<file path="config.mk">
export PLATFORM = sky130hd
export DESIGN_NAME = fpCvtUnit
export DESIGN_NICKNAME = d
export VERILOG_FILES = /design/src/rtl/fp64Pkg.sv /design/src/rtl/cntlz64Reg.sv /design/src/rtl/fpCvtI64To64.sv /design/src/rtl/fpCvt64ToI64.sv /design/src/rtl/fpCvtUnit.sv
export VERILOG_INCLUDE_DIRS = /design/src /design/src/rtl
export SDC_FILE = /design/constraint.sdc
export NUM_CORES = 1
export LEC_CHECK = 0
export ABC_AREA = 1
export BUFFER_PORTS_ARGS = -buffer_cell sky130_fd_sc_hd__buf_2
export CORE_ASPECT_RATIO = 1.75
export CORE_MARGIN = 3
export CORE_UTILIZATION = 60
export CTS_CLUSTER_DIAMETER = 150
export DETAILED_ROUTE_END_ITERATION = 8
export PLACE_DENSITY_LB_ADDON = 0.05
export SETUP_SLACK_MARGIN = 0.05
export SYNTH_ARGS = -nofsm -noshare
export SYNTH_HDL_FRONTEND = slang
export SYNTH_SLANG_ARGS = --single-unit
</file>
<file path="constraint.sdc">
create_clock -name clk -period 19.45 [get_ports clk]
set_input_delay 3.89 -clock clk [delete_from_list [all_inputs] [get_ports clk]]
set_output_delay 3.89 -clock clk [all_outputs]
set_load 0.02 [all_outputs]
</file>
<file path="src/rtl/fp64_macros.svh">
// width and bias macros for the IEEE 754 double format
`ifndef FP64_MACROS_SVH
`define FP64_MACROS_SVH

// ============================================================
// double precision layout  sign | exp[10:0] | sig[51:0]
// ============================================================

`define FPWID     64      // whole word
`define MSB       63      // top bit of the word
`define EMSB      10      // top bit of exponent field, 11 bits
`define FMSB      51      // top bit of fraction field, 52 bits

// exponent bias, biased 0 is zero/denormal, all ones is inf/nan
`define EXP_BIAS  1023

`endif

</file>
<file path="src/rtl/fp64Pkg.sv">
// FP64 field struct, FP64Word union and the shared round-increment function
package fp64Pkg;

`include "fp64_macros.svh"

// ============================================================
// types
// ============================================================

typedef struct packed {
	logic sign;                 // 1 = negative
	logic [`EMSB:0] exp;        // biased exponent
	logic [`FMSB:0] sig;        // fraction, leading one hidden
} FP64;

// one word, read by fields for a double or raw for an integer
typedef union packed {
	FP64 fp;
	logic [`MSB:0] raw;
} FP64Word;

// round increment shared by both directions
// neg is the sign of the value, lsb/rb/sb are the kept lsb, round and sticky bits
function automatic logic rndUp(input logic [2:0] rm, input logic neg, input logic lsb,
	input logic rb, input logic sb);
	case (rm)
	3'd1:    rndUp = 1'b0;               // toward zero, truncate
	3'd2:    rndUp = (rb | sb) & ~neg;   // toward +inf
	3'd3:    rndUp = (rb | sb) & neg;    // toward -inf
	3'd4:    rndUp = rb | sb;            // away from zero
	default: rndUp = rb & (lsb | sb);    // nearest even, also codes 5..7
	endcase
endfunction

endpackage

</file>
<file path="src/rtl/cntlz64Reg.sv">
// cntlz64Reg: registered 64-bit leading-zero counter
`timescale 1ns/10ps
`include "fp64_macros.svh"

module cntlz64Reg (
	input  logic clk,
	input  logic rstN,
	input  logic ce,
	input  logic [`FPWID-1:0] i,
	output logic [6:0] o            // 0..64
);

logic [6:0] cnt;

// leading zeros of one 16-bit group, 16 when the group is empty
function automatic logic [4:0] lz16(input logic [15:0] v);
	logic [4:0] n;
	logic hit;
	integer k;
	n = 5'd16;
	hit = 1'b0;
	for (k = 15; k >= 0; k = k - 1) begin
		if (!hit && v[k]) begin
			n = 5'(15 - k);     // first one from the top
			hit = 1'b1;
		end
	end
	lz16 = n;
endfunction

// priority over the four groups, top group first
always_comb begin
	if (|i[63:48])       cnt = {2'b00, lz16(i[63:48])};
	else if (|i[47:32])  cnt = 7'd16 + {2'b00, lz16(i[47:32])};
	else if (|i[31:16])  cnt = 7'd32 + {2'b00, lz16(i[31:16])};
	else if (|i[15:0])   cnt = 7'd48 + {2'b00, lz16(i[15:0])};
	else                 cnt = 7'd64;   // all zero
end

always_ff @(posedge clk) begin
	if (!rstN)
		o <= '0;
	else if (ce)
		o <= cnt;
end

endmodule

</file>
<file path="src/rtl/fpCvtI64To64.sv">
// fpCvtI64To64: signed/unsigned 64-bit integer to double, one cycle
`timescale 1ns/10ps
`include "fp64_macros.svh"

module fpCvtI64To64 (
	input  logic clk,
	input  logic rstN,
	input  logic ce,
	input  logic op,                // 1 = signed input
	input  logic [2:0] rm,          // rounding mode
	input  logic [`MSB:0] i,        // integer operand
	output fp64Pkg::FP64 o,         // double result
	output logic inexact
);

import fp64Pkg::*;

// exponent of a value whose leading one sits in bit 63
localparam logic [`EMSB:0] ExpTop = `EXP_BIAS + `MSB;

logic [`MSB:0] magIn;               // magnitude before the register
logic [2:0] rmReg;
logic nzReg;                        // nonzero input, clears to zero
logic negReg;                       // signed and negative
logic [`MSB:0] magReg;
logic [6:0] lz;                     // leading zeros of magReg

logic [`MSB:0] simag;               // left aligned magnitude
logic gb, rb, sb, rnd;
logic [`FMSB+1:0] fracSum;          // fraction plus carry
logic [`EMSB:0] expBase;
FP64 res;

// ============================================================
// input register rank
// ============================================================

assign magIn = (op & i[`MSB]) ? -i : i;     // two's complement negate

always_ff @(posedge clk) begin
	if (!rstN) begin
		rmReg <= '0;
		nzReg <= 1'b0;
		negReg <= 1'b0;
		magReg <= '0;
	end else if (ce) begin
		rmReg <= rm;
		nzReg <= |i;
		negReg <= op & i[`MSB];
		magReg <= magIn;
	end
end

// count comes out of its own register on the same edge
cntlz64Reg lzCnt (
	.clk(clk),
	.rstN(rstN),
	.ce(ce),
	.i(magIn),
	.o(lz)
);

// ============================================================
// normalize and round
// ============================================================

assign simag = magReg << lz;                // leading one now in bit 63

// 52 fraction bits are simag[62:11], everything below gets rounded away
assign gb = simag[`EMSB+1];                 // lsb kept
assign rb = simag[`EMSB];                   // first bit dropped
assign sb = |simag[`EMSB-1:0];              // rest of the dropped bits
assign rnd = rndUp(rmReg, negReg, gb, rb, sb);

assign fracSum = {1'b0, simag[`MSB-1:`EMSB+1]} + {{(`FMSB+1){1'b0}}, rnd};
assign expBase = ExpTop - {4'b0000, lz};

always_comb begin
	res.sign = negReg;
	res.sig = fracSum[`FMSB:0];             // wraps to 0 on carry out
	if (nzReg)
		res.exp = expBase + {{`EMSB{1'b0}}, fracSum[`FMSB+1]};  // carry bumps exp
	else
		res.exp = '0;                       // +0.0
end

assign o = res;
assign inexact = rb | sb;                   // 0 for zero input, simag is 0

endmodule

</file>
<file path="src/rtl/fpCvt64ToI64.sv">
// fpCvt64ToI64: double to signed/unsigned 64-bit integer with rounding and saturation
`timescale 1ns/10ps
`include "fp64_macros.svh"

module fpCvt64ToI64 (
	input  logic clk,
	input  logic rstN,
	input  logic ce,
	input  logic op,                // 1 = signed result
	input  logic [2:0] rm,          // rounding mode
	input  fp64Pkg::FP64 i,         // double operand
	output logic [`MSB:0] o,        // integer result
	output logic inexact,
	output logic invalid,
	output logic overflow
);

import fp64Pkg::*;

// biased exponents of interest
localparam logic [`EMSB:0] ExpInt = `EXP_BIAS + `FMSB + 1;  // 2^52, no fraction left
localparam logic [`EMSB:0] ExpBig = `EXP_BIAS + `MSB + 1;   // 2^64, always out of range
localparam logic [`EMSB:0] ExpMin = ExpInt - 11'd64;        // right shift clamps at 64

FP64 opReg;
logic opdReg;
logic [2:0] rmReg;

logic [`FMSB+1:0] man;              // significand with hidden bit
logic isNan, bigExp, leftPath;
logic [3:0] lsh;                    // left shift 0..11
logic [6:0] rsh;                    // right shift 1..64
logic [2*`FPWID-1:0] wide;          // integer part over 64 fraction bits
logic [`MSB:0] intPart;
logic rb, sb, rnd;
logic [`FPWID:0] magR;              // rounded magnitude plus carry
logic posOvf, negOvf, rangeErr;
logic [`MSB:0] satVal;

// ============================================================
// operand register rank
// ============================================================

always_ff @(posedge clk) begin
	if (!rstN) begin
		opReg <= '0;                // +0.0
		opdReg <= 1'b0;
		rmReg <= '0;
	end else if (ce) begin
		opReg <= i;
		opdReg <= op;
		rmReg <= rm;
	end
end

// ============================================================
// alignment
// ============================================================

assign man = {|opReg.exp, opReg.sig};       // denormals have no hidden one
assign isNan = (&opReg.exp) & (|opReg.sig);
assign bigExp = opReg.exp >= ExpBig;        // inf lands here too
assign leftPath = opReg.exp >= ExpInt;

assign lsh = 4'(opReg.exp - ExpInt);        // only read on the left path
assign rsh = (opReg.exp < ExpMin) ? 7'd64 : 7'(ExpInt - opReg.exp);

// below 2^-1 everything is sticky, so clamping at 64 loses nothing
assign wide = {{(`MSB-`FMSB-1){1'b0}}, man, {`FPWID{1'b0}}} >> rsh;

assign intPart = leftPath ? ({{(`MSB-`FMSB-1){1'b0}}, man} << lsh) : wide[2*`FPWID-1:`FPWID];
assign rb = ~leftPath & wide[`MSB];
assign sb = ~leftPath & (|wide[`MSB-1:0]);

// ============================================================
// round and range check
// ============================================================

assign rnd = rndUp(rmReg, opReg.sign, intPart[0], rb, sb);
assign magR = {1'b0, intPart} + {{`FPWID{1'b0}}, rnd};

// signed: pos limit 2^63-1, neg limit 2^63; unsigned: neg limit 0
assign posOvf = opdReg ? (|magR[`FPWID:`MSB]) : magR[`FPWID];
assign negOvf = opdReg ? (magR > {2'b01, {`MSB{1'b0}}}) : (|magR);
assign rangeErr = bigExp | (opReg.sign ? negOvf : posOvf);

always_comb begin
	if (opdReg)
		satVal = opReg.sign ? {1'b1, {`MSB{1'b0}}} : {1'b0, {`MSB{1'b1}}};
	else
		satVal = opReg.sign ? '0 : '1;
end

always_comb begin
	o = opReg.sign ? -magR[`MSB:0] : magR[`MSB:0];
	inexact = rb | sb;
	invalid = 1'b0;
	overflow = 1'b0;
	if (isNan) begin
		o = opdReg ? {1'b0, {`MSB{1'b1}}} : '1;    // positive max
		inexact = 1'b0;
		invalid = 1'b1;
	end else if (rangeErr) begin
		o = satVal;                                 // saturate toward the sign
		inexact = 1'b0;
		invalid = 1'b1;
		overflow = 1'b1;
	end
end

endmodule

</file>
<file path="src/rtl/fpCvtUnit.sv">
// fpCvtUnit: two-way 64-bit integer/double converter with registered direction select
`timescale 1ns/10ps
`include "fp64_macros.svh"

module fpCvtUnit (
	input  logic clk,
	input  logic rstN,
	input  logic ce,
	input  logic dir,               // 0 = int to double, 1 = double to int
	input  logic op,                // 1 = signed integer side
	input  logic [2:0] rm,
	input  logic [`MSB:0] i,
	output fp64Pkg::FP64Word o,
	output logic inexact,
	output logic invalid,
	output logic overflow
);

import fp64Pkg::*;

FP64Word inWord;
FP64 fltRes;                        // int to double result
logic [`MSB:0] intRes;              // double to int result
logic i2fInexact, f2iInexact, f2iInvalid, f2iOverflow;
logic dirReg;
FP64Word res;

assign inWord.raw = i;              // same bits, double view for the reverse path

// ============================================================
// both converters always run
// ============================================================

fpCvtI64To64 i2f (
	.clk(clk),
	.rstN(rstN),
	.ce(ce),
	.op(op),
	.rm(rm),
	.i(i),
	.o(fltRes),
	.inexact(i2fInexact)
);

fpCvt64ToI64 f2i (
	.clk(clk),
	.rstN(rstN),
	.ce(ce),
	.op(op),
	.rm(rm),
	.i(inWord.fp),
	.o(intRes),
	.inexact(f2iInexact),
	.invalid(f2iInvalid),
	.overflow(f2iOverflow)
);

// direction follows its operand through the register rank
always_ff @(posedge clk) begin
	if (!rstN)
		dirReg <= 1'b0;
	else if (ce)
		dirReg <= dir;
end

// result mux
always_comb begin
	if (dirReg)
		res.raw = intRes;           // integer, raw view
	else
		res.fp = fltRes;            // double, field view
end

assign o = res;
assign inexact = dirReg ? f2iInexact : i2fInexact;
assign invalid = dirReg & f2iInvalid;      // never set int to double
assign overflow = dirReg & f2iOverflow;

endmodule

</file>
==> reports/qor.txt, run 1 <==
outcome - stopped before the end
Fail Step - global routing (5_1_grt)
Log Error - [ERROR GRT-0116] Global routing finished with congestion. Check the congestion regions in the DRC Viewer.
largest net degree at the start of global routing - 129
global router's overall resource usage - 64.8%
post-CTS setup buffers - 0
first-pass GRT wire length - 225,000 µm
Hold Buf Count CTS - 0
largest cells by area after synthesis - nand2_1, nand3_1, dfxtp_1, o21ai_0, inv_1
post_cts resized - 0
Syn. warnings - 0
port buffer count - 138
Std-Cell Rows - 100
Num CTS Buffers - 17
area share of the largest cell type after synthesis - 19.9%
Starting Density - 61.2%
Yosys top cell by area - nand2_1
# placed instances - 5,496
Boundary Pins - 139
EDFF count, synth - 0
gpl congestion - 1.25
GR Overflow Total - 64
HPWL after DPL - 109,000 µm
DP Area - 0.0267 mm²
Synth cell types - 65
maximum root-to-sink buffer count - 2
net count after synthesis - 5,113
Post-Synthesis Cells - 5,026
Root Buffer - clkbuf_16
synthesized flop and latch total - 140
Die H - 283 µm
clock sink count - 140
H-Tree Depth - 4
syn avg cell area - 5.23 µm²
Seq/Total Area, Yosys - 10.7%
vias in the first global route - 35,400
Post-Syn Area - 0.0263 mm²
Primary FF master, synth - dfxtp_1
die width - 164 µm
asr flop ratio synth - 0%
-- synth_stat cells, drive strengths merged, types with 4 or more instances --
cell type  instances
nor3              72
a211oi             4
o22ai             28
a22oi             10
inv              571
nor2             538
buf              120
and3               6
xor2             110
and2               7
nand3            646
nand4             99
a21boi             7
a31oi             13
clkbuf           148
nand2           1419
o21a              10
o211ai             9
o21bai             4
o31ai             14
o21ai            544
dfxtp            140
mux2i            123
ha                15
or2               27
a221oi             4
xnor2             24
nand3b            21
nor4              34
clkinv             8
a21oi            222
o22a               4
-- stage by stage --
step | hold WS (ps) | setup slack, ps
2_1_floorplan | 465 | 9720
3_3_place_gp | 493 | 6810
3_5_place_dp | 498 | 6660
4_1_cts | 507 | 6170
-- layer usage --
| layer | track usage (%) | GRT overflow |
|---|---|---|
| met1 | 62.8 | 0 |
| met2 | 88.7 | 37 |
| met3 | 39.3 | 1 |
| met4 | 70.9 | 26 |
| met5 | 5.39 | 0 |
-- cell families after synthesis --
group           synth area share [%]
fa+ha+maj                      0.714
compound gates                  18.4
xor+xnor                        4.47
buf+inv                         13.1
flops                           10.7
mux                             4.69
simple gates                    48.0
==> run 2: changes to the inputs <==
- CORE_ASPECT_RATIO: 1.75 -> not set
- CORE_UTILIZATION: 60 -> 40
- CTS_CLUSTER_DIAMETER: 150 -> not set
- PLACE_DENSITY_LB_ADDON: 0.05 -> 0.15
- SETUP_SLACK_MARGIN: 0.05 -> not set
==> reports/qor.txt, run 2 <==
core area - 0.0647 mm²
fin. max-slew vios - 0
share of layout cells above drive strength 1 - 7.51%
Synth cell types - 65 (unchanged)
register clock-pin slew on the reported worst setup and hold paths - 70 ps
delay-heaviest family, CP - simple AND/OR/NAND/NOR gates
Starting Density - 40.6% (was 61.2%)
critical path data arrival time - 9840 ps
Hold WS - 524 ps
WL per Instance - 21.8 µm
Std-Cell Rows - 93 (was 100)
Hold Buf Count CTS - 0 (unchanged)
initial antenna violation count - 3
synthesized flop and latch total - 140 (unchanged)
critical path depth - 42
largest cells by area after synthesis - nand2_1, nand3_1, dfxtp_1, o21ai_0, inv_1 (unchanged)
Post-Syn Area - 0.0263 mm² (unchanged)
max reg flops - 63
Tot Pwr - 0.00171 W
Setup violations, final - 0
routed via count - 33,600
leading cell type in the layout, fill and taps excluded - nand2_1
H-Tree Depth - 4 (unchanged)
Top cell by count, worst path - nand2_1
Max Fanout on Critical Path - 64
Worst slew margin - 26.8%
Pre-Repair DR Iteration Count - 8
final std cells w/o fill - 5,826
Syn. warnings - 0 (unchanged)
Worst EP required - 15,560 ps
Seq/Total Area, Yosys - 10.7% (unchanged)
Synth top cells by count - nand2_1, nand3_1, inv_1 (unchanged)
GR Overflow Total - 0
Crit-path slowest cell - inv_2
Num CTS Buffers - 17 (unchanged)
worst slew pin tran - 1090 ps
Min-Delay Path Depth - 2
syn avg cell area - 5.23 µm² (unchanged)
Yosys top cell by area - nand2_1 (unchanged)
Worst path max stage delay - 990 ps
RSZ-0062 raised after global routing - no
TritonCTS clock tree - done
leakage power - 13.5 nW
Clk Latency, worst-skew pair - 440 ps
die width - 262 µm (was 164 µm)
largest net degree at the start of global routing - 106
most frequent cell after synthesis - nand2_1 (unchanged)
global router's overall resource usage - 34.9%
HPWL after DPL - 103,000 µm (was 109,000 µm)
Area Growth Syn to Fin - 5.61%
clock sink count - 140 (unchanged)
maximum root-to-sink buffer count - 2 (unchanged)
setup TNS - 0 ps
ANT nets after route - 0
die area - 0.0688 mm²
first-pass GRT wire length - 188,000 µm
most frequent cells in the layout - nand2_1, nand3_1, inv_1
outcome - finished, final reports clean (was stopped before the end)
number of max-cap violations - 0
area share of the largest cell type after synthesis - 19.9% (unchanged)
largest register by flop count - i2f.magReg
f_max - 72.8 MHz
R2R cell count - 3
Boundary Pins - 139 (unchanged)
port buffer count - 138 (unchanged)
DR vias/cell - 5.77
post-CTS setup buffers - 0 (unchanged)
CP Capture Type - output pin
# placed instances - 5,791 (was 5,496)
fill count - 7,607
crit path launch type - flip-flop
Final Hold Viols - 0
EDFF count, synth - 0 (unchanged)
WP buf/inv - 4
Routed WL - 127,000 µm
Primary FF master, synth - dfxtp_1 (unchanged)
Nets - 5,042
min Tclk post-route - 13,730 ps
asr flop ratio synth - 0% (unchanged)
VDD IR max - 0.0616 mV
post_cts resized - 0 (unchanged)
vias in the first global route - 30,000
Tcrit/Tclk final - 70.6%
number of DRC markers in iteration 0 - 4,705
critical path class - flip-flop to output pin
Fin Clk Skew - 0 ps
Root Buffer - clkbuf_16 (unchanged)
Die H - 262 µm (was 283 µm)
PwrDens - 61.6 mW/mm²
Post-Synthesis Cells - 5,026 (unchanged)
net count after synthesis - 5,113 (unchanged)
gpl congestion - 1.05 (was 1.25)
Worst Hold Class - flip-flop to flip-flop
DRC - 0
run 2: routing by layer:
layer  global-route usage (%)  share of wire [%]  up-vias
met5                        0                  0        -
met4                     12.6                4.2        0
met3                     4.82                8.8      219
met2                     54.8                 44     1698
met1                     48.6                 43    15300
li1                         -                  -    16400
run 2: area by class of cell:
cell class / instances / area [µm²] / area share (%)
Antenna cell: 3 / 7.51 / 0.0271
Clock buffer: 17 / 425 / 1.53
Clock inverter: 15 / 186 / 0.672
Inverter: 579 / 2180 / 7.86
Multi-Input combinational cell: 4039 / 20100 / 72.3
Sequential cell: 140 / 2810 / 10.1
Tap cell: 855 / 1070 / 3.86
Timing Repair Buffer: 178 / 993 / 3.58
run 2: metrics by stage:
step / setup WS, ps / util (%) / cell area, µm²
2_1_floorplan: 9720 / - / 26300
3_5_place_dp: 6460 / 41.9 / 27100
6_report: 5720 / 42.9 / 27700
3_3_place_gp: 6530 / 41.9 / 27100
5_1_grt: 5000 / 42.9 / 27700
4_1_cts: 5990 / 42.9 / 27700
run 2: kinds of logic (layout without fill, tap and decap cells):
kind of cell | Yosys count | in the layout | share of synthesized area [%]
other cells | 0 | 3 | 0
fa+ha+maj | 15 | 15 | 0.714
compound gates | 891 | 891 | 18.4
mux | 123 | 123 | 4.69
buf+inv | 847 | 789 | 13.1
simple gates | 2876 | 2876 | 48.0
xor+xnor | 134 | 134 | 4.47
flops | 140 | 140 | 10.7
run 2: worst paths after layout:
kind / from / to / slack, ps
setup / recovery: f2i.opReg[54]$_SDFFE_PN0P_ / o[62] / 5720
hold / removal: i2f.rmReg[1]$_SDFFE_PN0P_ / i2f.rmReg[1]$_SDFFE_PN0P_ / 520
setup reg to reg: i2f.lzCnt.o[0]$_SDFFE_PN0P_ / i2f.lzCnt.o[0]$_SDFFE_PN0P_ / 17800
hold reg to reg: i2f.rmReg[1]$_SDFFE_PN0P_ / i2f.rmReg[1]$_SDFFE_PN0P_ / 520
run 2: report_power, final:
part / switching, W / leakage (nW) / internal (W)
clock: 0.000163 / 0.299 / 0.000175
combinational: 0.000757 / 12.0 / 0.000280
sequential: 0.0000260 / 1.17 / 0.000308
run 2: worst min-delay path, delay by kind of cell (launching register included):
| kind | cells | cell delay [ps] |
|---|---|---|
| compound gates | 1 | 70 |
| flops | 1 | 320 |
| buf+inv | 1 | 90 |
(Power assumes the default switching activity.)
